### config.mk
export PLATFORM = sky130hd
export DESIGN_NAME = dcache_data
export DESIGN_NICKNAME = d
export VERILOG_FILES = /design/src/dcache_pkg.sv /design/src/dcache_data.sv
export VERILOG_INCLUDE_DIRS = /design/src /design/src/src
export SDC_FILE = /design/constraint.sdc
export NUM_CORES = 2
export LEC_CHECK = 0
export BUFFER_PORTS_ARGS = -buffer_cell sky130_fd_sc_hd__buf_4
export CAP_MARGIN = 10
export CORE_MARGIN = 2
export CORE_UTILIZATION = 30
export CTS_BUF_LIST = sky130_fd_sc_hd__clkbuf_4
export DETAILED_ROUTE_END_ITERATION = 8
export SLEW_MARGIN = 20
export SYNTH_ARGS = -nofsm -noshare
export SYNTH_HDL_FRONTEND = slang
export SYNTH_SLANG_ARGS = --single-unit
### constraint.sdc
create_clock -name clk -period 8.72 [get_ports clk]
set_input_delay 1.308 -clock clk [delete_from_list [all_inputs] [get_ports clk]]
set_output_delay 1.308 -clock clk [all_outputs]
set_load 0.02 [all_outputs]
### src/dcache_settings.svh
`ifndef DCACHE_SETTINGS_SVH
`define DCACHE_SETTINGS_SVH

// address split
`define DCACHE_ADDR_BITS 32
`define DCACHE_INDEX_BITS 6
`define DCACHE_OFFSET_BITS 2
`define DCACHE_TAG_BITS (`DCACHE_ADDR_BITS - `DCACHE_INDEX_BITS - `DCACHE_OFFSET_BITS)

`define DCACHE_WORD_BITS 32

// load funct3 codes
`define F3_LB 3'd0
`define F3_LH 3'd1
`define F3_LW 3'd2
`define F3_LBU 3'd4
`define F3_LHU 3'd5

// store funct3 codes
`define F3_SB 3'd0
`define F3_SH 3'd1
`define F3_SW 3'd2

`endif

### src/dcache_pkg.sv
`include "dcache_settings.svh"

package dcache_pkg;

    // one cache word, seen as byte lanes or halfword lanes
    typedef union packed {
        logic [`DCACHE_WORD_BITS/8-1:0][7:0] bytes;
        logic [`DCACHE_WORD_BITS/16-1:0][15:0] halves;
    } line_word_u;

endpackage

### src/dcache_data.sv
`timescale 1ns/1ps
`include "dcache_settings.svh"

module dcache_data
    import dcache_pkg::*;
(
    input logic clk,
    input logic [2:0] req_funct3_q,
    input logic [`DCACHE_ADDR_BITS-1:0] req_addr_q,
    input line_word_u req_wdata_q,
    input line_word_u mem_rdata,
    input logic data_write,
    input logic data_from_mem,
    output line_word_u line_word
);

    localparam int LINES = 1 << `DCACHE_INDEX_BITS;

    line_word_u data_q [LINES];
    line_word_u merged;
    logic [`DCACHE_INDEX_BITS-1:0] index;
    logic [`DCACHE_OFFSET_BITS-1:0] offset;

    assign index = req_addr_q[`DCACHE_OFFSET_BITS +: `DCACHE_INDEX_BITS];
    assign offset = req_addr_q[`DCACHE_OFFSET_BITS-1:0];

    // also the write-back word
    assign line_word = data_q[index];

    // store data always sits in the low lanes
    always_comb begin
        merged = line_word;
        case (req_funct3_q)
            `F3_SB: begin
                merged.bytes[offset] = req_wdata_q.bytes[0];
            end
            `F3_SH: begin
                // bit 0 ignored
                merged.halves[offset[1]] = req_wdata_q.halves[0];
            end
            `F3_SW: begin
                merged = req_wdata_q;
            end
            default: begin
                merged = line_word;
            end
        endcase
    end

    always_ff @(posedge clk) begin
        if (data_from_mem) begin
            data_q[index] <= mem_rdata;
        end else if (data_write) begin
            data_q[index] <= merged;
        end
    end

endmodule

# After elaboration in Yosys (flattened, before gate mapping)
# Memories as Yosys holds them, arrays and structs flattened.
# Cells that the tools add are included.
dict set report classes {
  order_cmp 4
  mux 13
  bitwise 1
  reduce_logical 3
  n_eq_ne 2
}
# cell count
set ops {}
lappend ops {{one-hot mux 32 bit (3 select lines)} 1}
lappend ops {{bitwise mux 32 bit} 2}
lappend ops {{2-to-1 mux 32 bit} 1}
lappend ops {{demux 16 bit (select 1 bit)} 1}
lappend ops {{demux 8 bit (select 2 bit)} 1}
lappend ops {{2-to-1 mux 16 bit} 1}
lappend ops {{2-to-1 mux 8 bit} 1}
lappend ops {{2-to-1 mux 1 bit} 5}
lappend ops {{equality test 3 x 1 -> 1 bit (second input constant)} 1}
lappend ops {{equality test 3 x 2 -> 1 bit (second input constant)} 1}
lappend ops {{logical NOT 3 bit} 1}
lappend ops {{< comparator 2 x 3 -> 1 bit (second input constant)} 1}
lappend ops {{greater-or-equal comparator 2 x 1 -> 1 bit (second input constant)} 1}
lappend ops {{logical AND 1 bit} 2}
lappend ops {{< comparator 1 x 2 -> 1 bit (second input constant)} 1}
lappend ops {{greater-or-equal comparator 1 bit (second input constant)} 1}
lappend ops {{bitwise OR 1 bit} 1}
dict set report totals {
  wordCells 24
  output_inout_bits 32
  inputBits 102
  regBits 0
  ram_bits 2048
  memories 1
}
# memory depth width read_ports rd_clocked_by_memory_dff write_ports line_no
set mem_list {}
lappend mem_list {data_q 64 32 1 0 1 dcache_data.sv:19} ;# line_word_u data_q [LINES];

# Depth between registers and ports, before layout
dict set report logic_depth {
  ltp_word 7
  mapped_depth 12
  depth_no_buf 7
}

# Least setup slack after synthesis
# No wires, ideal clock.
dict set report synth_timing {
  path_kind {input-to-reg}
  startpoint {input port req_addr_q[3]}
  endpoint {memory data_q[0][10] (netlist name), data pin}
  cell_stages 11
  path_buffers 5
  slack_ps 2503
  t_required_ps 7998
  setup_ps 722
  arrival_ps 5496
  path_cell_list {buf_2 > and2_4 > buf_2 > buf_2 > buf_2 > buf_2 > a22o_1 > nand2_1 > a21oi_1 > a211oi_1 > a211oi_1}
}
dict set report synth_between {
  elab_chain_cells 4
  word_cells_on_any_way 5
  classes_between {mux: 4; memory: 1}
}
# item line_no
set synth_lines {}
lappend synth_lines {{start: declaration} dcache_data.sv:9} ;# input logic [`DCACHE_ADDR_BITS-1:0] req_addr_q,
lappend synth_lines {{memory (64 x 32 bit) *} n/a}
lappend synth_lines {{bitwise mux 32 bit (on tied branches)} {dcache_data.sv:39, dcache_data.sv:35}}
lappend synth_lines {{one-hot mux 32 bit (3 select lines) *} dcache_data.sv:33} ;# case (req_funct3_q)
lappend synth_lines {{2-to-1 mux 32 bit (no line) *} n/a}
lappend synth_lines {{end: declaration} dcache_data.sv:19}
# Mark *: on every way between the ends. The rest lies on a longest branch, timed or not.

==> flow_metrics.env <==
export IMPL_ys_flop_type="edfxtp_1"
export IMPL_fin_nets=5288
export IMPL_ir_worst_vdd_uv=115
export IMPL_synth_async_reset_ratio_pct=0
export IMPL_wire_per_inst_microns=33.2
export IMPL_design_area_sq_um=92200
export IMPL_cts_made_buffers=540
export IMPL_insertion_delay_ns=1.40
export IMPL_worstHoldStart="mem_rdata[4]"
export IMPL_area_growth_pct=15.9
export IMPL_min_path_type="in2reg"
export IMPL_max_freq_mhz=153
export IMPL_grt_max_degree=116
export IMPL_fillers=25200
export IMPL_p_leak_nw=28.7
export IMPL_cp_end_kind="primary output"
export IMPL_grt_pass1_vias=51400
export IMPL_cp_data_arrival_time_ns=5.23
export IMPL_seq_area_frac_synth_pct=77.4
export IMPL_cts_tree="yes"
export IMPL_syn_avg_cell_area_sq_um=16.9
export IMPL_clk_path_buf_depth=4
export IMPL_pwr_share_comb_pct=7.9
export IMPL_vias=53600
export IMPL_overflow=0
export IMPL_power_density_nw_per_um2=224
export IMPL_synth_nets=4815
export IMPL_ys_ff_latch=2048
export IMPL_vias_per_cell=5.94
export IMPL_setup_tns_ns=0
export IMPL_hpwl_microns=167000
export IMPL_final_util_pct=35.0
export IMPL_largest_register_ffs=2048
export IMPL_clk_pin_slew_ns=0.07
export IMPL_cp_max_fo=28
export IMPL_first_pass_iters=8
export IMPL_switching_power_mw=5.07
export IMPL_clkPwrFrac_pct=38.5
export IMPL_die_y_microns=519
export IMPL_post_cts_repair_setup_buffers=0
export IMPL_antenna_left=0
export IMPL_grt_usage_pct=21.5
export IMPL_netlist_instances=4713
export IMPL_rows=188
export IMPL_grt_pass1_wl_microns=407000
export IMPL_dieArea_sq_um=269000
export IMPL_regToRegSetupSlack_ns=5.00
export IMPL_initial_utilization_pct=30.2
export IMPL_top_register="data_q"
export IMPL_largestRegisters="data_q: 2048 flops"
export IMPL_die_w_microns=519
export IMPL_worst_endpoint_required_ns=7.41
export IMPL_holdBufCountCts=0
export IMPL_swShare_pct=24.5
export IMPL_grt_antenna_before_repair=15
export IMPL_synth_area_leaders="edfxtp_1, a221oi_1, a22oi_1"
export IMPL_io_buffers=109
export IMPL_yosys_top_cells_count="edfxtp_1, a221oi_1, nor2_1"
export IMPL_synth_cell_type_count=78
export IMPL_cts_resized=0
export IMPL_drc=0
export IMPL_crit_start="req_addr_q[6]"
export IMPL_p_int_mw=15.6
export IMPL_initialDrtViolationCount=8342
export IMPL_yosysWarningCount=0
export IMPL_crit_type="in2out"
export IMPL_cts_root_buf="clkbuf_4"
export IMPL_tightestPinTransition_ns=1.22
export IMPL_start_kind="input pin"
export IMPL_r2r_start="data_q[30][17]$_DFFE_PP_"
export IMPL_min_period_ns=6.54
export IMPL_maxCapViolCount=0
export IMPL_synth_edff_count=2048
export IMPL_status="completed"
export IMPL_pwr_share_seq_pct=53.7
export IMPL_ctsHtreeMaxLevel=6
export IMPL_clock_skew_final_ns=0.0911
export IMPL_syn_area_sq_um=79500
export IMPL_finalCritPeriodShare_pct=74.9
export IMPL_rsz0062_at_grt="false"
export IMPL_drive_above_1_share_pct=24.7
export IMPL_maxSlewHeadroom_pct=18.2
export IMPL_setup_viol=0
export IMPL_hold_violations=0
export IMPL_yosys_area_top_type_share_pct=77.4
export IMPL_yosysTopAreaCell="edfxtp_1"
export IMPL_core_region_area_sq_um=263000
export IMPL_ios=134
export IMPL_totalWireLength_microns=300000
export IMPL_globalplace_congestion=0.880
export IMPL_place_area_sq_um=85700
export IMPL_cts_sinks=2048
export IMPL_drv_slew=0
export IMPL_synthMostInstantiatedCell="edfxtp_1"
cells in the final DEF (no fill, tap or decap), types with 38 or more instances in the layout:
cell / count
edfxtp_1: 2048
nand2_1: 150
nor2_1: 203
clkinv_1: 77
a21oi_1: 149
a221oi_1: 499
buf_4: 277
mux2i_1: 75
nor3_1: 58
o22ai_1: 115
nor2_4: 67
o21ai_0: 158
clkbuf_4: 755
mux2_2: 72
a22oi_1: 255
nand3_1: 38
through the flow:
| stage | hold slack, ns | power (mW) | cells | setup slack, ns |
|---|---|---|---|---|
| 3_3_place_gp | 0.988 | 12.9 | 8152 | 2.25 |
| 2_1_floorplan | 1.64 | 12.1 | 4713 | 2.50 |
| 5_1_grt | 0.403 | 21.3 | 9028 | 2.12 |
| 3_5_place_dp | 1.02 | 12.9 | 8156 | 2.27 |
| 6_report | 0.414 | 20.7 | 9035 | 2.18 |
| 4_1_cts | 0.332 | 20.7 | 9016 | 2.25 |
area by class of cell:
class	count	area, sq um	area share [%]
sequential	2048	61500	66.7
clock buffer	755	5670	6.15
antenna	16	40.0	0.0434
multi-input combinational	2274	17100	18.6
tap	3515	4400	4.77
timing repair buffer	314	2830	3.07
inverter	8	45.0	0.0489
clock inverter	105	562	0.610
power groups by stage:
stage	clock [mW]	combinational, mW	sequential, mW
2_1_floorplan	0	0.808	11.3
3_3_place_gp	0	1.55	11.3
3_5_place_dp	0	1.57	11.3
4_1_cts	8.00	1.58	11.1
5_1_grt	8.51	1.68	11.1
6_report	7.95	1.63	11.1
worst paths after layout:
path,endpoint,cells past startpoint
worst max-delay path,line_word[13],10
worst min-delay path,data_q[39][4]$_DFFE_PP_,3
worst max register to register,data_q[36][17]$_DFFE_PP_,7
worst min register to register,data_q[33][13]$_DFFE_PP_,4
critical path, stage by stage:
cell and delay [ns]:
buf_4 0.49, nand2b_1 0.23, or2_2 0.77, buf_4 0.66, nor3_1 0.14, a21oi_1 0.15
nand2_1 0.08, a2111oi_1 0.65, nand2_1 0.38, buf_4 0.29
routing by layer:
layer,GRT usage [%],vias up,part of all wire [%]
met5,0.533,-,0.087
met4,12.3,12,6.2
met3,7.43,874,14
met2,32.4,4390,44
met1,26.9,27300,35
li1,-,21000,-
kinds of logic (layout without fill, tap and decap cells):
family	Yosys count	in the layout	synth area share (%)
other	0	16	0
AND/OR/NAND/NOR	671	671	4.02
flip-flops	2048	2048	77.4
AO/OA/AOI/OAI	1423	1423	13.5
multiplexers	180	180	2.88
buffers and inverters	391	1182	2.28
(Power assumes the default switching activity.)
