===== config.mk =====
export PLATFORM = sky130hd
export DESIGN_NAME = dcache_tags
export DESIGN_NICKNAME = d
export VERILOG_FILES = /design/src/dcache_tags.sv
export VERILOG_INCLUDE_DIRS = /design/src /design/src/src
export SDC_FILE = /design/constraint.sdc
export NUM_CORES = 2
export LEC_CHECK = 0
export BUFFER_PORTS_ARGS = -buffer_cell sky130_fd_sc_hd__buf_2
export CAP_MARGIN = 20
export CORE_MARGIN = 8
export CORE_UTILIZATION = 40
export CTS_CLUSTER_SIZE = 14
export DETAILED_ROUTE_END_ITERATION = 7
export PLACE_DENSITY_LB_ADDON = 0.25
export SLEW_MARGIN = 20
export SYNTH_ARGS = -nofsm -noshare
export SYNTH_HDL_FRONTEND = slang
export SYNTH_SLANG_ARGS = --single-unit

===== constraint.sdc =====
create_clock -name clk -period 10.55 [get_ports clk]
set_clock_uncertainty 0.15 [all_clocks]
set_input_delay 2.11 -clock clk [delete_from_list [all_inputs] [get_ports clk]]
set_output_delay 2.11 -clock clk [all_outputs]
set_load 0.005 [all_outputs]

===== src/dcache_settings.svh =====
`ifndef DCACHE_SETTINGS_SVH
`define DCACHE_SETTINGS_SVH

// address split
`define DCACHE_ADDR_BITS 32
`define DCACHE_INDEX_BITS 6
`define DCACHE_OFFSET_BITS 2
`define DCACHE_TAG_BITS (`DCACHE_ADDR_BITS - `DCACHE_INDEX_BITS - `DCACHE_OFFSET_BITS)

`define DCACHE_WORD_BITS 32

// load funct3 codes
`define F3_LB 3'd0
`define F3_LH 3'd1
`define F3_LW 3'd2
`define F3_LBU 3'd4
`define F3_LHU 3'd5

// store funct3 codes
`define F3_SB 3'd0
`define F3_SH 3'd1
`define F3_SW 3'd2

`endif


===== src/dcache_tags.sv =====
`timescale 1ns/1ps
`include "dcache_settings.svh"

module dcache_tags (
    input logic clk,
    input logic rst_b,
    input logic [`DCACHE_ADDR_BITS-1:0] req_addr_q,
    input logic tag_update,
    input logic mark_dirty,
    output logic hit,
    output logic dirty,
    output logic [`DCACHE_TAG_BITS-1:0] victim_tag
);

    localparam int LINES = 1 << `DCACHE_INDEX_BITS;

    logic [LINES-1:0] valid_q;
    logic [LINES-1:0] dirty_q;
    logic [`DCACHE_TAG_BITS-1:0] tag_q [LINES];
    logic [`DCACHE_INDEX_BITS-1:0] index;
    logic [`DCACHE_TAG_BITS-1:0] req_tag;

    assign index = req_addr_q[`DCACHE_OFFSET_BITS +: `DCACHE_INDEX_BITS];
    assign req_tag = req_addr_q[`DCACHE_ADDR_BITS-1 -: `DCACHE_TAG_BITS];

    assign victim_tag = tag_q[index];
    assign hit = valid_q[index] && (tag_q[index] == req_tag);
    assign dirty = valid_q[index] && dirty_q[index];

    // refill installs a clean line
    always_ff @(posedge clk or negedge rst_b) begin
        if (!rst_b) begin
            valid_q <= '0;
            dirty_q <= '0;
        end else begin
            if (tag_update) begin
                valid_q[index] <= 1'b1;
                dirty_q[index] <= 1'b0;
            end
            if (mark_dirty) begin
                dirty_q[index] <= 1'b1;
            end
        end
    end

    always_ff @(posedge clk) begin
        if (tag_update) begin
            tag_q[index] <= req_tag;
        end
    end

endmodule


# Yosys cells after proc, flatten, opt, wreduce, memory -nomap -nowiden
# Memory sizes are Yosys's and may differ from the RTL's.
# Index checks and enable logic that the tools add are counted.
[classes]
n_bitwise = 4
n_reduce_logical = 3
n_eq_ne = 1
magnitude_cmp = 2
mux = 10
[ops]
columns = ["operator", "count"]
rows = [
  ["2-to-1 mux 64 bit", 2],
  ["OR 64 bit", 2],
  ["AND 64 bit", 1],
  ["NOT 64 bit", 1],
  ["equality test 24 bit", 1],
  ["binary-select mux 1 bit (select 6 bit)", 2],
  ["< comparator 6 x 7 -> 1 bit, second input constant", 1],
  ["demux 1 bit (select 6 bit)", 1],
  ["greater-or-equal comparator 6 x 1 -> 1 bit, second input constant", 1],
  ["2-to-1 mux 1 bit", 5],
  ["logical AND 1 bit", 3],
]
[totals]
mem_bits_rw = 1536
in_bits = 36
regBits = 128
mem_count = 1
out_inout_bits = 26
[mem_list]
columns = ["memory", "depth", "word_bits", "read_ports", "rd_clocked_by_memory_dff", "write_ports", "line", "source"]
rows = [
  ["tag_q", 64, 24, 1, 0, 1, "dcache_tags.sv:19", "logic [`DCACHE_TAG_BITS-1:0] tag_q [LINES];"],
]

# Logic depth before layout (Yosys ltp)
[depth]
word_depth = 9
mapped_depth = 15
depth_no_buf = 9

# Worst setup path after synthesis
# No wires, ideal clock.
[synth_path]
path_type = "in2out"
start = "input port req_addr_q[4]"
end = "output port hit"
path_slack_ns = 3.665
cell_stages = 12
t_arrival_ns = 4.625
n_path_buf = 5
path_cell_list = "buf_2 buf_2 buf_2 buf_2 buf_1 mux4_2 a221oi_1 nand4b_1 xor2_1 nor4_1 nand4_1 nor4_2"
[synth_between]
elab_chain_len = 3
word_cells_on_any_way = 5
classes_between = "eq/ne (1); mux (2); reduce/logical (1); memory (1)"
[synth_lines]
columns = ["element", "line", "source"]
rows = [
  ["start, declared", "dcache_tags.sv:7", "input logic [`DCACHE_ADDR_BITS-1:0] req_addr_q,"],
  ["memory read (64 x 24 bit)", "--", ""],
  ["via victim_tag[6]", "dcache_tags.sv:12", "output logic [`DCACHE_TAG_BITS-1:0] victim_tag"],
  ["equality test 24 bit", "dcache_tags.sv:27", "assign hit = valid_q[index] && (tag_q[index] == req_tag);"],
  ["logical AND 1 bit", "dcache_tags.sv:27", ""],
  ["end, declared", "dcache_tags.sv:10", "output logic hit,"],
]
# The timed path passes the listed nets, and every way through them passes these cells. The select of a mux whose other input is x is not followed.

# Worst setup path after layout
[layout_path]
start = "input port req_addr_q[3]"
end = "output port hit"
[layout_between]
elab_chain_len = 3
word_cells_on_any_way = 5
classes_between = "eq/ne (1); mux (2); reduce/logical (1); memory (1)"
[layout_lines]
columns = ["element", "line"]
rows = [
  ["memory read (64 x 24 bit) / binary-select mux 1 bit (select 6 bit) (equally long branches)", "--"],
  ["equality test 24 bit / 2-to-1 mux 1 bit (equally long branches)", "dcache_tags.sv:27"],
  ["logical AND 1 bit (*)", "dcache_tags.sv:27"],
]
# Mark *: on every way between the ends. The rest lies on a longest branch, timed or not. The select of a mux whose other input is x is not followed.

==> qor.yml <==
outcome:
  run_status: "finished, final reports clean"
detailed_routing:
  routedLengthMet1_mm: 82.63
  routed-wl-met2_mm: 99.41
  met3RoutedLength_mm: 19.29
  finalWirelength_mm: 209.8
  post_route_ant_nets: 0
  dr.max_layer_used: "met4"
  drc: 0
  via_per_inst: 6.116
  detailedRoute.firstIterationViolations: 5377
  drtPass1Iterations: 6
  vias: 36150
  routedWlPerCell_um: 35.50
global_routing:
  grtUsageTotal_pct: 23.46
  grt_start_max_net_pins: 124
  grt_pass1_wl_mm: 287.0
  vias_in_the_first_global_route: 34880
  global_route.overflow_total: 0
  antenna_found_initial: 15
clocking:
  clock_sink_count: 1664
  postCtsHoldBufs: 0
  cts.root.buffer_cell: "clkbuf_16"
  clk_pin_slew_ns: 0.05
  cts-buffers-inserted: 175
  setup_bufs_post_cts: 0
  ctsResizeCount: 0
  ctsHtreeMaxLevel: 4
  clock_tree_from_tritoncts: "done"
  clock_insertion_delay_worst_skew_ns: 0.79
  cts_max_path_buffers: 3
synthesis:
  netlist.top_cell.by_area: "edfxtp_1"
  post-synth-top-area-fraction_pct: 71.04
  synth-edff-count: 1536
  synth_seq_cells: 1664
  syn-instance-count: 3378
  yosys_warnings: 0
  synth-async-reset-ratio_pct: 7.692
  netlist_top_cells_area: "edfxtp_1, mux4_2, dfrtp_1, mux2i_1, o21ai_0"
  portion_of_the_post_synthesis_area_used_by_sequential_elements_pct: 75.97
  synth_cell_types: 81
  synth-main-ff-cell: "edfxtp_1"
  total_nets_after_synthesis: 3414
  synth.avg_cell_area_um2: 19.22
  syn-cell-area_um2: 64930
place:
  port_buffers: 59
  dp.final_hpwl_mm: 120.5
  place.gp.congestion: 0.8327
floorplan:
  y_dimension_of_the_die_um: 418.9
  die_area_um2: 175500
  placementRows: 148
  die_w_um: 418.9
  core_um2: 162000
  io_pins: 62
  start_util_pct: 40.07
layout:
  finalNetCount: 3618
  layout-drive-gt1-share_pct: 25.36
  n_fill_cell: 13660
  layout_overhead_on_the_synthesized_area_pct: 14.54
critical_path:
  critPathMaxFanout: 51
  reg2reg_depth: 1
  setup.worst_path.start_class: "primary input"
  crit-reg2reg-launch: "valid_q[54]$_DFFE_PN0P_"
  cp_data_required_time_ns: 8.29
  critical_path.reg2reg.endpoint: "valid_q[54]$_DFFE_PN0P_"
  path_class: "in2out"
  reg2reg_slack_ns: 9.60
  worst_ep_arrival_time_ns: 6.84
  cp-end-kind: "output pin"
min_path:
  hold_path.startpoint: "valid_q[1]$_DFFE_PN0P_"
  min_path_cells: 1
  type_of_the_worst_min_delay_path: "reg2reg"
  hold_end: "valid_q[1]$_DFFE_PN0P_"
sta:
  hold_ws_ns: 0.3117
  final-setup-viol-count: 0
  final_cycle_utilization_of_the_critical_path_pct: 86.26
  report.final.slew_viol_count: 0
  max_clock_freq_ghz: 0.1099
  rsz_0062_raised_after_global_routing: "false"
  final-hold-violation-count: 0
  setup_tns_ns: 0
  worst_slew_pin_slew_ns: 1.160
  maxSlewHeadroom_pct: 22.35
  final.min_clock_period_ns: 9.100
power_and_ir_drop:
  max-vdd-ir-drop_uv: 131.3
  power.leakage_nw: 23.99
  powerDensity_nw_per_um2: 191.8
flow_run:
  cap_viol_max_count: 0
synthesized netlist by cell type, types with 15 or more instances:
| master | n |
|---|---|
| nand4_1 | 15 |
| nand3_1 | 27 |
| mux2i_1 | 133 |
| a22oi_1 | 96 |
| or2_2 | 67 |
| a32oi_1 | 16 |
| o21ai_0 | 171 |
| nand2_1 | 91 |
| nor2b_1 | 20 |
| o22ai_1 | 36 |
| nor2_1 | 121 |
| buf_6 | 16 |
| a31oi_1 | 15 |
| mux2_2 | 36 |
| a21oi_1 | 65 |
| clkbuf_1 | 91 |
| mux4_2 | 276 |
| nor3_1 | 19 |
| edfxtp_1 | 1536 |
| buf_2 | 75 |
| a221oi_1 | 52 |
| dfrtp_1 | 128 |
| a22o_1 | 26 |
flip-flops by register name, indices dropped and copies added (netlist names):
signal / cells
dirty_q: 64
tag_q: 1536
valid_q: 64
layout make-up:
cell class | count | area (um2) | share of cell area (%)
clock buffers | 232 | 4687 | 6.303
flip-flops and latches | 1664 | 49330 | 66.33
inverters | 6 | 23.77 | 0.03197
repair buffers | 241 | 1799 | 2.419
multi-input cells | 1494 | 14960 | 20.12
clock inverters | 94 | 832.0 | 1.119
diodes | 4 | 10.01 | 0.01346
well taps | 2175 | 2721 | 3.659
how the worst max path moves through the flow:
stage | from | end
5_1_grt | req_addr_q[3] | hit
4_1_cts | req_addr_q[3] | hit
3_5_place_dp | req_addr_q[3] | hit
6_report | req_addr_q[3] | hit
3_3_place_gp | req_addr_q[3] | hit
2_1_floorplan | req_addr_q[4] | hit
routing by layer:
| metal | up-vias | GRT usage [%] |
|---|---|---|
| met5 | - | 0 |
| met4 | 0 | 8.864 |
| met3 | 385 | 5.213 |
| met2 | 2002 | 37.48 |
| met1 | 19420 | 31.60 |
| li1 | 14340 | - |
worst max-delay path, stage by stage:
cell and delay [ns]:
buf_6 0.46, clkinv_2 0.81, buf_4 0.51, mux4_2 0.34, o31ai_1 0.51, o211ai_1 0.17
or4_1 0.52, xor2_1 0.28, nor2_1 0.30, nand4_1 0.16, nor4_2 0.43, buf_2 0.21
through the flow:
stage | power (mW) | setup slack, ns | area, um2 | std cells | utilization [%]
final | 14.26 | 1.450 | 74370 | 5910 | 45.90
after floorplan | 8.003 | 3.665 | 64930 | 3378 | -
after global placement | 8.409 | 1.433 | 68830 | 5580 | 42.48
after CTS | 14.34 | 1.413 | 74350 | 5906 | 45.89
after global routing | 14.66 | 1.400 | 74360 | 5907 | 45.89
after detailed placement | 8.425 | 1.461 | 68830 | 5580 | 42.48
power by group:
group,switching [mW],internal (mW),total (mW)
Combinational,0.580,0.314,0.894
Sequential,0.0541,7.34,7.40
Clock,2.57,3.40,5.97
Total,3.20,11.1,14.3
layout by cell type (no fill, tap or decap), types with 7 or more instances in the layout:
cell	netlist	routed
nor2b_1	20	20
nand2b_1	11	11
nor2_4	0	64
and3_1	7	7
a31oi_1	15	15
nor3_1	19	17
a21oi_1	65	65
xor2_1	9	9
and2_1	13	13
nand3b_1	9	9
a211oi_1	13	13
edfxtp_1	1536	1536
a22oi_1	96	96
or2_2	67	67
buf_2	75	53
a22o_1	26	26
a32oi_1	16	16
xnor2_1	12	12
o22ai_1	36	36
clkinv_1	0	42
o21ai_0	171	171
buf_4	13	176
and3b_1	7	7
nand3_1	27	26
o211ai_1	8	8
nand4_1	15	15
clkbuf_16	0	178
clkbuf_1	91	51
clkinv_2	0	23
buf_12	2	8
mux2i_1	133	133
o221ai_1	11	11
bufinv_16	0	11
mux4_2	276	276
nand2_1	91	89
a221oi_1	52	52
dfrtp_1	128	128
nor2_1	121	55
mux2_2	36	36
kinds of logic after synthesis:
kind of cell	Yosys count	share of synthesized area, %
DFF	1664	75.97
AOI/OAI and AO/OA	573	6.011
and+or+nand+nor	454	3.669
muxes	446	12.27
buffers and inverters	220	1.796
xor gates and xnor gates	21	0.2833
No activity file was read; power rests on OpenSTA's default activity.
