$ cat config.mk
export PLATFORM = sky130hd
export DESIGN_NAME = dcache_ctrl
export DESIGN_NICKNAME = d
export VERILOG_FILES = /design/src/dcache_ctrl.sv
export VERILOG_INCLUDE_DIRS = /design/src /design/src/src
export SDC_FILE = /design/constraint.sdc
export NUM_CORES = 1
export LEC_CHECK = 0
export ABC_AREA = 1
export BUFFER_PORTS_ARGS = -buffer_cell sky130_fd_sc_hd__buf_2
export CAP_MARGIN = 10
export CORE_MARGIN = 2
export CORE_UTILIZATION = 30
export DETAILED_ROUTE_END_ITERATION = 10
export PLACE_DENSITY_LB_ADDON = 0.15
export SKIP_CTS_REPAIR_TIMING = 1
export SLEW_MARGIN = 20
export SYNTH_ARGS = -nofsm -noshare
export SYNTH_HDL_FRONTEND = slang
export SYNTH_SLANG_ARGS = --single-unit
$ cat constraint.sdc
create_clock -name clk -period 1.6 [get_ports clk]
set_clock_uncertainty 0.1 [all_clocks]
set_input_delay 0.24 -clock clk [delete_from_list [all_inputs] [get_ports clk]]
set_output_delay 0.24 -clock clk [all_outputs]
set_load 0.01 [all_outputs]
$ cat src/dcache_settings.svh
`ifndef DCACHE_SETTINGS_SVH
`define DCACHE_SETTINGS_SVH

// address split
`define DCACHE_ADDR_BITS 32
`define DCACHE_INDEX_BITS 6
`define DCACHE_OFFSET_BITS 2
`define DCACHE_TAG_BITS (`DCACHE_ADDR_BITS - `DCACHE_INDEX_BITS - `DCACHE_OFFSET_BITS)

`define DCACHE_WORD_BITS 32

// load funct3 codes
`define F3_LB 3'd0
`define F3_LH 3'd1
`define F3_LW 3'd2
`define F3_LBU 3'd4
`define F3_LHU 3'd5

// store funct3 codes
`define F3_SB 3'd0
`define F3_SH 3'd1
`define F3_SW 3'd2

`endif

$ cat src/dcache_ctrl.sv
`timescale 1ns/1ps
`include "dcache_settings.svh"

module dcache_ctrl (
    input logic clk,
    input logic rst_b,
    input logic req_valid,
    output logic req_ready,
    input logic req_we,
    input logic hit,
    input logic dirty,
    input logic [`DCACHE_TAG_BITS-1:0] victim_tag,
    input logic [`DCACHE_ADDR_BITS-1:0] req_addr_q,
    output logic mem_req_valid,
    input logic mem_req_ready,
    output logic mem_we,
    output logic [`DCACHE_ADDR_BITS-1:0] mem_addr,
    input logic mem_rvalid,
    output logic resp_valid,
    input logic resp_ready,
    output logic resp_hit,
    output logic capture,
    output logic tag_update,
    output logic mark_dirty,
    output logic data_write,
    output logic data_from_mem,
    output logic resp_load
);

    localparam logic [2:0] S_IDLE = 3'd0;
    localparam logic [2:0] S_LOOKUP = 3'd1;
    localparam logic [2:0] S_WRITEBACK = 3'd2;
    localparam logic [2:0] S_REFILL = 3'd3;
    localparam logic [2:0] S_UPDATE = 3'd4;
    localparam logic [2:0] S_RESPOND = 3'd5;

    logic [2:0] state_q;
    logic [2:0] state_d;
    logic rd_pending_q;
    logic hit_q;
    logic [`DCACHE_INDEX_BITS-1:0] index;
    logic [`DCACHE_TAG_BITS-1:0] req_tag;

    assign index = req_addr_q[`DCACHE_OFFSET_BITS +: `DCACHE_INDEX_BITS];
    assign req_tag = req_addr_q[`DCACHE_ADDR_BITS-1 -: `DCACHE_TAG_BITS];

    assign req_ready = (state_q == S_IDLE);
    assign capture = req_valid && req_ready;
    assign resp_valid = (state_q == S_RESPOND);
    assign resp_hit = hit_q;

    // read request goes out once per refill
    assign mem_req_valid = (state_q == S_WRITEBACK) || ((state_q == S_REFILL) && !rd_pending_q);
    assign mem_we = (state_q == S_WRITEBACK);
    // victim address on write-back, request address on refill
    assign mem_addr = {(mem_we ? victim_tag : req_tag), index, {`DCACHE_OFFSET_BITS{1'b0}}};

    assign data_from_mem = (state_q == S_REFILL) && rd_pending_q && mem_rvalid;
    assign tag_update = data_from_mem;
    assign data_write = (state_q == S_UPDATE) && req_we;
    assign mark_dirty = data_write;
    assign resp_load = (state_q == S_UPDATE);

    always_comb begin
        state_d = state_q;
        case (state_q)
            S_IDLE: begin
                if (capture) begin
                    state_d = S_LOOKUP;
                end
            end
            S_LOOKUP: begin
                if (hit) begin
                    state_d = S_UPDATE;
                end else if (dirty) begin
                    state_d = S_WRITEBACK;
                end else begin
                    state_d = S_REFILL;
                end
            end
            S_WRITEBACK: begin
                if (mem_req_ready) begin
                    state_d = S_REFILL;
                end
            end
            S_REFILL: begin
                if (data_from_mem) begin
                    state_d = S_UPDATE;
                end
            end
            S_UPDATE: state_d = S_RESPOND;
            S_RESPOND: begin
                if (resp_ready) begin
                    state_d = S_IDLE;
                end
            end
            default: state_d = S_IDLE;
        endcase
    end

    always_ff @(posedge clk or negedge rst_b) begin
        if (!rst_b) begin
            state_q <= S_IDLE;
            rd_pending_q <= 1'b0;
            hit_q <= 1'b0;
        end else begin
            state_q <= state_d;
            if (state_q == S_LOOKUP) begin
                hit_q <= hit;
            end
            if ((state_q == S_REFILL) && mem_req_valid && mem_req_ready) begin
                rd_pending_q <= 1'b1;
            end else if (data_from_mem) begin
                rd_pending_q <= 1'b0;
            end
        end
    end

endmodule

# ---- Word level (Yosys, flattened, before mapping)
# Index checks and enable logic that the tools add are counted.
dict set report totals {
  register_bits 5
  latch_bits 0
  ram_bits 0
  mem_bits_ro 0
  wordCells 34
  n_memories 0
}
dict set report classes {
  addsub 0
  multipliers 0
  div_mod_pow 0
  order_cmp 0
  n_eq_ne 9
  shift 0
  n_mux 10
  bitwise 0
  reduce_logical 12
}
# operator n
set ops {}
lappend ops {{24-bit 2-to-1 mux} 1}
lappend ops {{3-bit case mux with 6 select lines} 1}
lappend ops {{3-bit 2-to-1 mux} 5}
lappend ops {{1-bit logical AND} 7}
lappend ops {{3-bit by 2-bit equality test with 1-bit output (second input constant)} 2}
lappend ops {{3-bit equality test (second input constant)} 2}
lappend ops {{2-bit by 1-bit != test with 1-bit output (second input constant)} 2}
lappend ops {{2-bit != test (second input constant)} 2}
lappend ops {{4-bit AND reduction} 1}
lappend ops {{3-bit by 1-bit equality test with 1-bit output (second input constant)} 1}
lappend ops {{3-bit zero test} 1}
lappend ops {{1-bit 2-to-1 mux} 3}
lappend ops {{2-bit nonzero test} 1}
lappend ops {{1-bit zero test} 1}
lappend ops {{1-bit logical OR} 1}

# ---- Longest topological paths before layout
# Gate-level depths: netlist of the first run.
dict set report logic_depth {
  word_depth 6
  mapped_depth 7
  ltp_nobuf 7
}

# ---- Worst setup path before layout of the first run
# No wires, ideal clock.
dict set report synth_path {
  path_type {register to output}
  from {register state_q[0]}
  to {output mark_dirty}
  arrival_ns 1.156
  required_time_ns 1.260
  path_slack_ns 0.104
  path_stages_with_launch 6
  cell_sequence {dfrtp_1 -> buf_4 -> nor2_1 -> nand2_1 -> nor2_1 -> buf_4}
}
dict set report synth_via {
  elab_chain_len 2
}
# item line_no
set synth_lines {}
lappend synth_lines {{start, declared} dcache_ctrl.sv:37} ;# logic [2:0] state_q;
lappend synth_lines {{start signal, assigned} dcache_ctrl.sv:107} ;# state_q <= state_d;
lappend synth_lines {{3-bit equality test} dcache_ctrl.sv:60} ;# assign data_write = (state_q == S_UPDATE) && req_we;
lappend synth_lines {{1-bit logical AND} dcache_ctrl.sv:60}
lappend synth_lines {{end, declared} dcache_ctrl.sv:24} ;# output logic mark_dirty,
# Every way passes these cells.

# ---- Final worst setup path of the first run
dict set report layout_path {
  from {register state_q[0]}
  to {output mem_addr[15]}
}
dict set report layout_via {
  elab_chain_len 2
}
# item line_no
set layout_lines {}
lappend layout_lines {{3-bit by 2-bit equality test with 1-bit output} dcache_ctrl.sv:54} ;# assign mem_we = (state_q == S_WRITEBACK);
lappend layout_lines {{24-bit 2-to-1 mux} dcache_ctrl.sv:56} ;# assign mem_addr = {(mem_we ? victim_tag : req_tag), index, {`DCACHE_OFFSET_BITS{1'b0}}};
lappend layout_lines {{end, declared} dcache_ctrl.sv:17} ;# output logic [`DCACHE_ADDR_BITS-1:0] mem_addr,
# Every way passes these cells.

==> results of run 1 <==
## layout make-up
type / instances / area [sq um]
fillers: 301 / 1170
repair buffers: 99 / 537
clock buffers: 4 / 26.3
inverters: 12 / 60.1
well taps: 30 / 37.5
flip-flops and latches: 5 / 128
multi-input cells: 115 / 474
## critical path, delay by kind of cell (launching register included)
family	cells	cell delay, ps
buffers and inverters	2	300
flip-flops	1	440
AND/OR/NAND/NOR	4	350
## state kept, by name, summed over array words and instances, names as in the netlist
register / count
rd_pending_q: 1
resp_hit: 1
state_q: 3
## cells in the final DEF (no fill, tap or decap), types with 2 or more instances in the layout
cell type and n:
sky130_fd_sc_hd__buf_2 90, sky130_fd_sc_hd__nand2_1 88, sky130_fd_sc_hd__inv_1 9, sky130_fd_sc_hd__nor2_1 8, sky130_fd_sc_hd__nand3_1 7, sky130_fd_sc_hd__buf_4 6, sky130_fd_sc_hd__clkbuf_4 3, sky130_fd_sc_hd__dfrtp_1 3
sky130_fd_sc_hd__nand4_1 2, sky130_fd_sc_hd__o21ai_0 2, sky130_fd_sc_hd__conb_1 2, sky130_fd_sc_hd__dfrtp_2 2
## through the flow
| step | setup WS, ps | utilization, % | total power, uW |
|---|---|---|---|
| final | -87.7 | 51.9 | 1540 |
| after global routing | -190 | 51.9 | 1720 |
| after CTS | -115 | 49.7 | 1470 |
| after detailed placement | 150 | 48.6 | 1310 |
| after global placement | 143 | 48.6 | 1310 |
| after floorplan | 104 | - | 943 |
## cells by family (layout without fill, tap and decap cells)
kind of cell | count (synthesis) | after routing | share of synthesized area [%]
other | 1 | 2 | 0.495
buffers and inverters | 27 | 115 | 21.8
AND/OR/NAND/NOR | 108 | 108 | 57.3
AO/OA/AOI/OAI | 5 | 5 | 3.96
flip-flops | 5 | 5 | 16.5
## layer usage
| metal | share of wire [%] | vias up |
|---|---|---|
| met1 | 39 | 447 |
| met3 | 14 | 0 |
| met5 | 0 | - |
| met2 | 47 | 69 |
| met4 | 0 | 0 |
| li1 | - | 608 |
## power by group through the flow
stage | combinational, uW | clock (uW) | sequential [uW]
5_1_grt | 1280 | 164 | 278
4_1_cts | 1060 | 151 | 252
3_5_place_dp | 1060 | 0 | 253
6_report | 1120 | 147 | 268
2_1_floorplan | 708 | 0 | 235
3_3_place_gp | 1060 | 0 | 253
## worst max path at each step
stage	start	end	slack [ps]	cells after the start
2_1_floorplan	state_q[0]	mark_dirty	100	5
3_3_place_gp	state_q[1]	mem_addr[16]	140	7
3_5_place_dp	state_q[1]	mem_addr[16]	150	7
4_1_cts	state_q[1]	mem_addr[16]	-120	7
5_1_grt	state_q[2]	mem_addr[17]	-190	6
6_report	state_q[0]	mem_addr[15]	-90	6
==> metrics, run 1 <==
clock tree from TritonCTS built; kind of start point of the critical path flop; FFs w/ async S/R, synth 100%; Finish-stage setup viols 24; f_max around 590 MHz; required time of the worst setup path about 1300 ps; number of antenna-violating nets in the routed design 0; Clk network pwr share approximately a tenth; DR vias/cell approximately 4.2; Internal Power 781 uW; cell accounting for the most synthesized area sky130_fd_sc_hd__nand2_1; number of detailed-route iterations in the first pass 4; failing checks setup timing; peak supply drop about 0.00089 V; number of global-route vias before repair ~800; post-synth top area share 43.6%; input/output buffers between 90 and 100; end of the worst register-to-register path state_q[1]; MaxCap Viol Count 0; Slew Viols, Final 0; outcome complete, but fails checks; worst r2r path cells 8; path category of the worst min-delay check input pin to flop; largest net degree at the start of global routing 26; DIE HEIGHT about 54 um; portion of total power attributed to combinational logic roughly 73%; origin of the critical flop-to-flop path state_q[1]; initial cell density of the core a little under a third; wire length of the first global-routing pass around 3200 um; fin worst setup slack -87.7 ps; power spent charging and discharging nets around 760 uW; Crit path largest cell delay ~440 ps; later-pin clock latency in the skew report 240 ps; minimum clock period 1690 ps; biggest fanout along the worst timing path 25; clock root buffer master sky130_fd_sc_hd__clkbuf_4; most frequently used cell type in the post-synthesis netlist sky130_fd_sc_hd__nand2_1; floorplan core area about 2400 sq um; Rows 18; total congestion overflow 0; critical-path cell list nor2_4 > nand2_4 > buf_12 > nand2_1 > nand2_1 > buf_2; Synth cell types 18; total inserted antenna cells 0; leading register cell type out of synthesis sky130_fd_sc_hd__dfrtp_1; post-detail-place hpwl between 1500 and 2000 um; worst hold slack between 150 and 200 ps; share of the yosys chip area belonging to registers between 15 and 20%; 1st-iter DRT viols 19; die boundary width approximately 54 um; ranking of synthesized cells by area sky130_fd_sc_hd__nand2_1 44%, sky130_fd_sc_hd__dfrtp_1 17%, sky130_fd_sc_hd__buf_4 11%; count of flip-flops with a built-in enable after synthesis 0; number of antenna violations at the first check in global routing 0; category of the critical setup timing path flop to output port; fraction of layout cells with a size suffix above 1 between 40% and 50%; Max H-tree Level 1; Pleak between 0.0008 and 0.0009 uW; Area growth, synth to finish 66.5%; clk slew on worst S/H paths 40 ps; busiest layer in global routing met2; total power density per cell area 1220 nW/um^2; Crit. End Element output port; critical hold path startpoint mem_req_ready; number of cells on the worst hold path 3; setup TNS -1900 ps; Worst path slowest cell sky130_fd_sc_hd__dfrtp_2; overall global routing resource usage between 10% and 20%; Placement Cell Area between 1000 and 1500 sq um; CP Data Arrival Time ~1400 ps; most instantiated cells after synthesis 88 x sky130_fd_sc_hd__nand2_1, 11 x sky130_fd_sc_hd__buf_4, 9 x sky130_fd_sc_hd__inv_1, 9 x sky130_fd_sc_hd__nor2_1, 7 x sky130_fd_sc_hd__nand3_1; fraction of power spent switching nets 49.3%; post-route standard cell area excluding fillers 1260 sq um; Seq pwr share between 10% and 20%; area of the mapped netlist around 760 sq um; Synth Instances between 100 and 150; final standard cell count with taps included and fillers excluded roughly 270; CP most frequent cell sky130_fd_sc_hd__nand2_1; FF-to-FF setup slack between 200 and 250 ps; number of buffers created by CTS 3; count of unresolved DRC violations after routing 0; Max clock buf depth 2; Worst Hold Endpoint rd_pending_q; average footprint of a synthesized cell 5.19 sq um; number of synthesis warnings 0; fin crit share 105%; # placed instances 257; number of top-level pins around 110; routing usage on met1 about 20%; Post-Route WL approximately 2400 um; overall via count from detail_route roughly 1100; number of nets in the layout ~300; Clock Sink Count 5; GR Util met3 around 5.7%; final hold violation count 0; number of flip-flops and latches in the synthesized netlist 5; drt wl/cell slightly above 9 um; met2 global-route usage 21.5%; setup repair after global routing missed its margin true; Die Footprint 2950 sq um; routability cong. 0.699
No activity file was read; power rests on OpenSTA's default activity.
==> run 2: changes to the inputs <==
--- a/config.mk
+++ b/config.mk
@@ -7,11 +7,11 @@
 export NUM_CORES = 1
 export LEC_CHECK = 0
 export ABC_AREA = 1
-export BUFFER_PORTS_ARGS = -buffer_cell sky130_fd_sc_hd__buf_2
 export CAP_MARGIN = 10
 export CORE_MARGIN = 2
-export CORE_UTILIZATION = 30
+export CORE_UTILIZATION = 35
 export DETAILED_ROUTE_END_ITERATION = 10
+export DONT_BUFFER_PORTS = 1
 export PLACE_DENSITY_LB_ADDON = 0.15
 export SKIP_CTS_REPAIR_TIMING = 1
 export SLEW_MARGIN = 20
==> metrics, run 2 (synthesis gave the netlist of run 1 again) <==
outcome complete, but fails checks; failing checks setup timing; CP Data Arrival Time ~1300 ps; required time of the worst setup path roughly 1300 ps; overall via count from detail_route 886; fin crit share 105%; Max H-tree Level 1; biggest fanout along the worst timing path 16; drt wl/cell 13.1 um; number of detailed-route iterations in the first pass 4; DR vias/cell between 5 and 6; 1st-iter DRT viols 15; initial cell density of the core between 30% and 40%; origin of the critical flop-to-flop path state_q[0]; overall global routing resource usage approximately 15%; Post-Route WL between 2000 and 2500 um; Pleak roughly 0.00052 uW; Die Footprint between 2000 and 3000 sq um; total congestion overflow 0; crit path to mem_addr[28]; most used cells in the layout excluding fill and tap cells 60 x sky130_fd_sc_hd__nand2_1, 28 x sky130_fd_sc_hd__nand2_2, 8 x sky130_fd_sc_hd__inv_1; Clock Sink Count 5; worst r2r path cells 7; f_max 597 MHz; setup repair after global routing missed its margin true; Biggest register state_q; minimum clock period ~1700 ps; Rows 16; fraction of layout cells with a size suffix above 1 a little over a third; Crit. End Element output port; commonest non-fill, non-tap cell in the layout sky130_fd_sc_hd__nand2_1; count of unresolved DRC violations after routing 0; Max clock buf depth 2; number of nets in the layout 213; kind of start point of the critical path flop; number of antenna violations at the first check in global routing 0; fin worst setup slack -75.6 ps; input/output buffers 0; die boundary width roughly 51 um; Finish-stage setup viols 26; clk slew on worst S/H paths ~50 ps; worst setup timing slack at the placement stage around 170 ps; clock tree from TritonCTS built; category of the critical setup timing path flop to output port; share of the core filled with cells in the final layout 46.4%; number of antenna-violating nets in the routed design 0; setup TNS -1090 ps; later-pin clock latency in the skew report 250 ps; total inserted antenna cells 0; largest net degree at the start of global routing 26; routability cong. about 0.76; total power density per cell area about 1600 nW/um^2; DIE HEIGHT slightly above 50 um; final hold violation count 0; Area growth, synth to finish 22.6%; end of the worst register-to-register path state_q[0]; FF-to-FF setup slack about 200 ps; floorplan core area approximately 2000 sq um; Slew Viols, Final 0; number of top-level pins 108; post-detail-place hpwl roughly 1700 um; path category of the worst min-delay check input pin to flop; number of buffers created by CTS 3; MaxCap Viol Count 0; Worst setup startpoint state_q[1]; # placed instances ~160; clock root buffer master sky130_fd_sc_hd__clkbuf_4; peak supply drop roughly 0.00070 V; flip-flop count of the largest register, all copies and words added 3; wire length of the first global-routing pass between 2000 and 3000 um; number of global-route vias before repair ~700; final standard cell count with taps included and fillers excluded 174
run 2: cell count changes in the layout (fill, tap and decap cells not counted), sizes merged:
| cell | change |
|---|---|
| buf | -88 |
run 2: area by class of cell:
type                            count  area, sq um
Sequential cell                     5          126
Inverter                           12         62.6
Tap cell                           27         33.8
Timing Repair Buffer               11          118
Fill cell                         213         1070
Clock buffer                        4         26.3
Multi-Input combinational cell    115          563
run 2: where the power goes:
group          internal (uW)  total [uW]  switching (uW)
Clock                   94.7         153            58.6
Combinational            391        1030             644
Sequential               190         271            81.5
Total                    675        1460             784
run 2: critical path, cell delays in order, from the launching register on:
cell and delay [ps]:
sky130_fd_sc_hd__dfrtp_1 400, sky130_fd_sc_hd__inv_2 90, sky130_fd_sc_hd__nor2_4 180, sky130_fd_sc_hd__nand2_8 90, sky130_fd_sc_hd__buf_12 150, sky130_fd_sc_hd__nand2_1 90
sky130_fd_sc_hd__nand2_2 80
run 2: worst min-delay path by stage:
stage | startpoint | endpoint | cells past startpoint
after floorplan | rst_b | rd_pending_q | 0
after global placement | rst_b | resp_hit | 0
after detailed placement | rst_b | resp_hit | 0
after CTS | rst_b | rd_pending_q | 0
after global routing | mem_req_ready | rd_pending_q | 2
final | mem_req_ready | rd_pending_q | 2
run 2: metal layers:
metal / track usage [%] / vias up / routed length, um
met5: 0 / - / 0
met4: 7.66 / 0 / 47
met3: 4.76 / 9 / 244
met2: 27.2 / 73 / 1200
met1: 14.2 / 374 / 776
li1: - / 430 / -
run 2: metrics by stage:
stage,cell area (sq um),total power [uW],hold slack (ps)
6_report,930,1460,84.9
5_1_grt,930,1590,109
4_1_cts,757,1220,-425
3_5_place_dp,731,1060,-156
3_3_place_gp,731,1050,-156
2_1_floorplan,762,943,-156
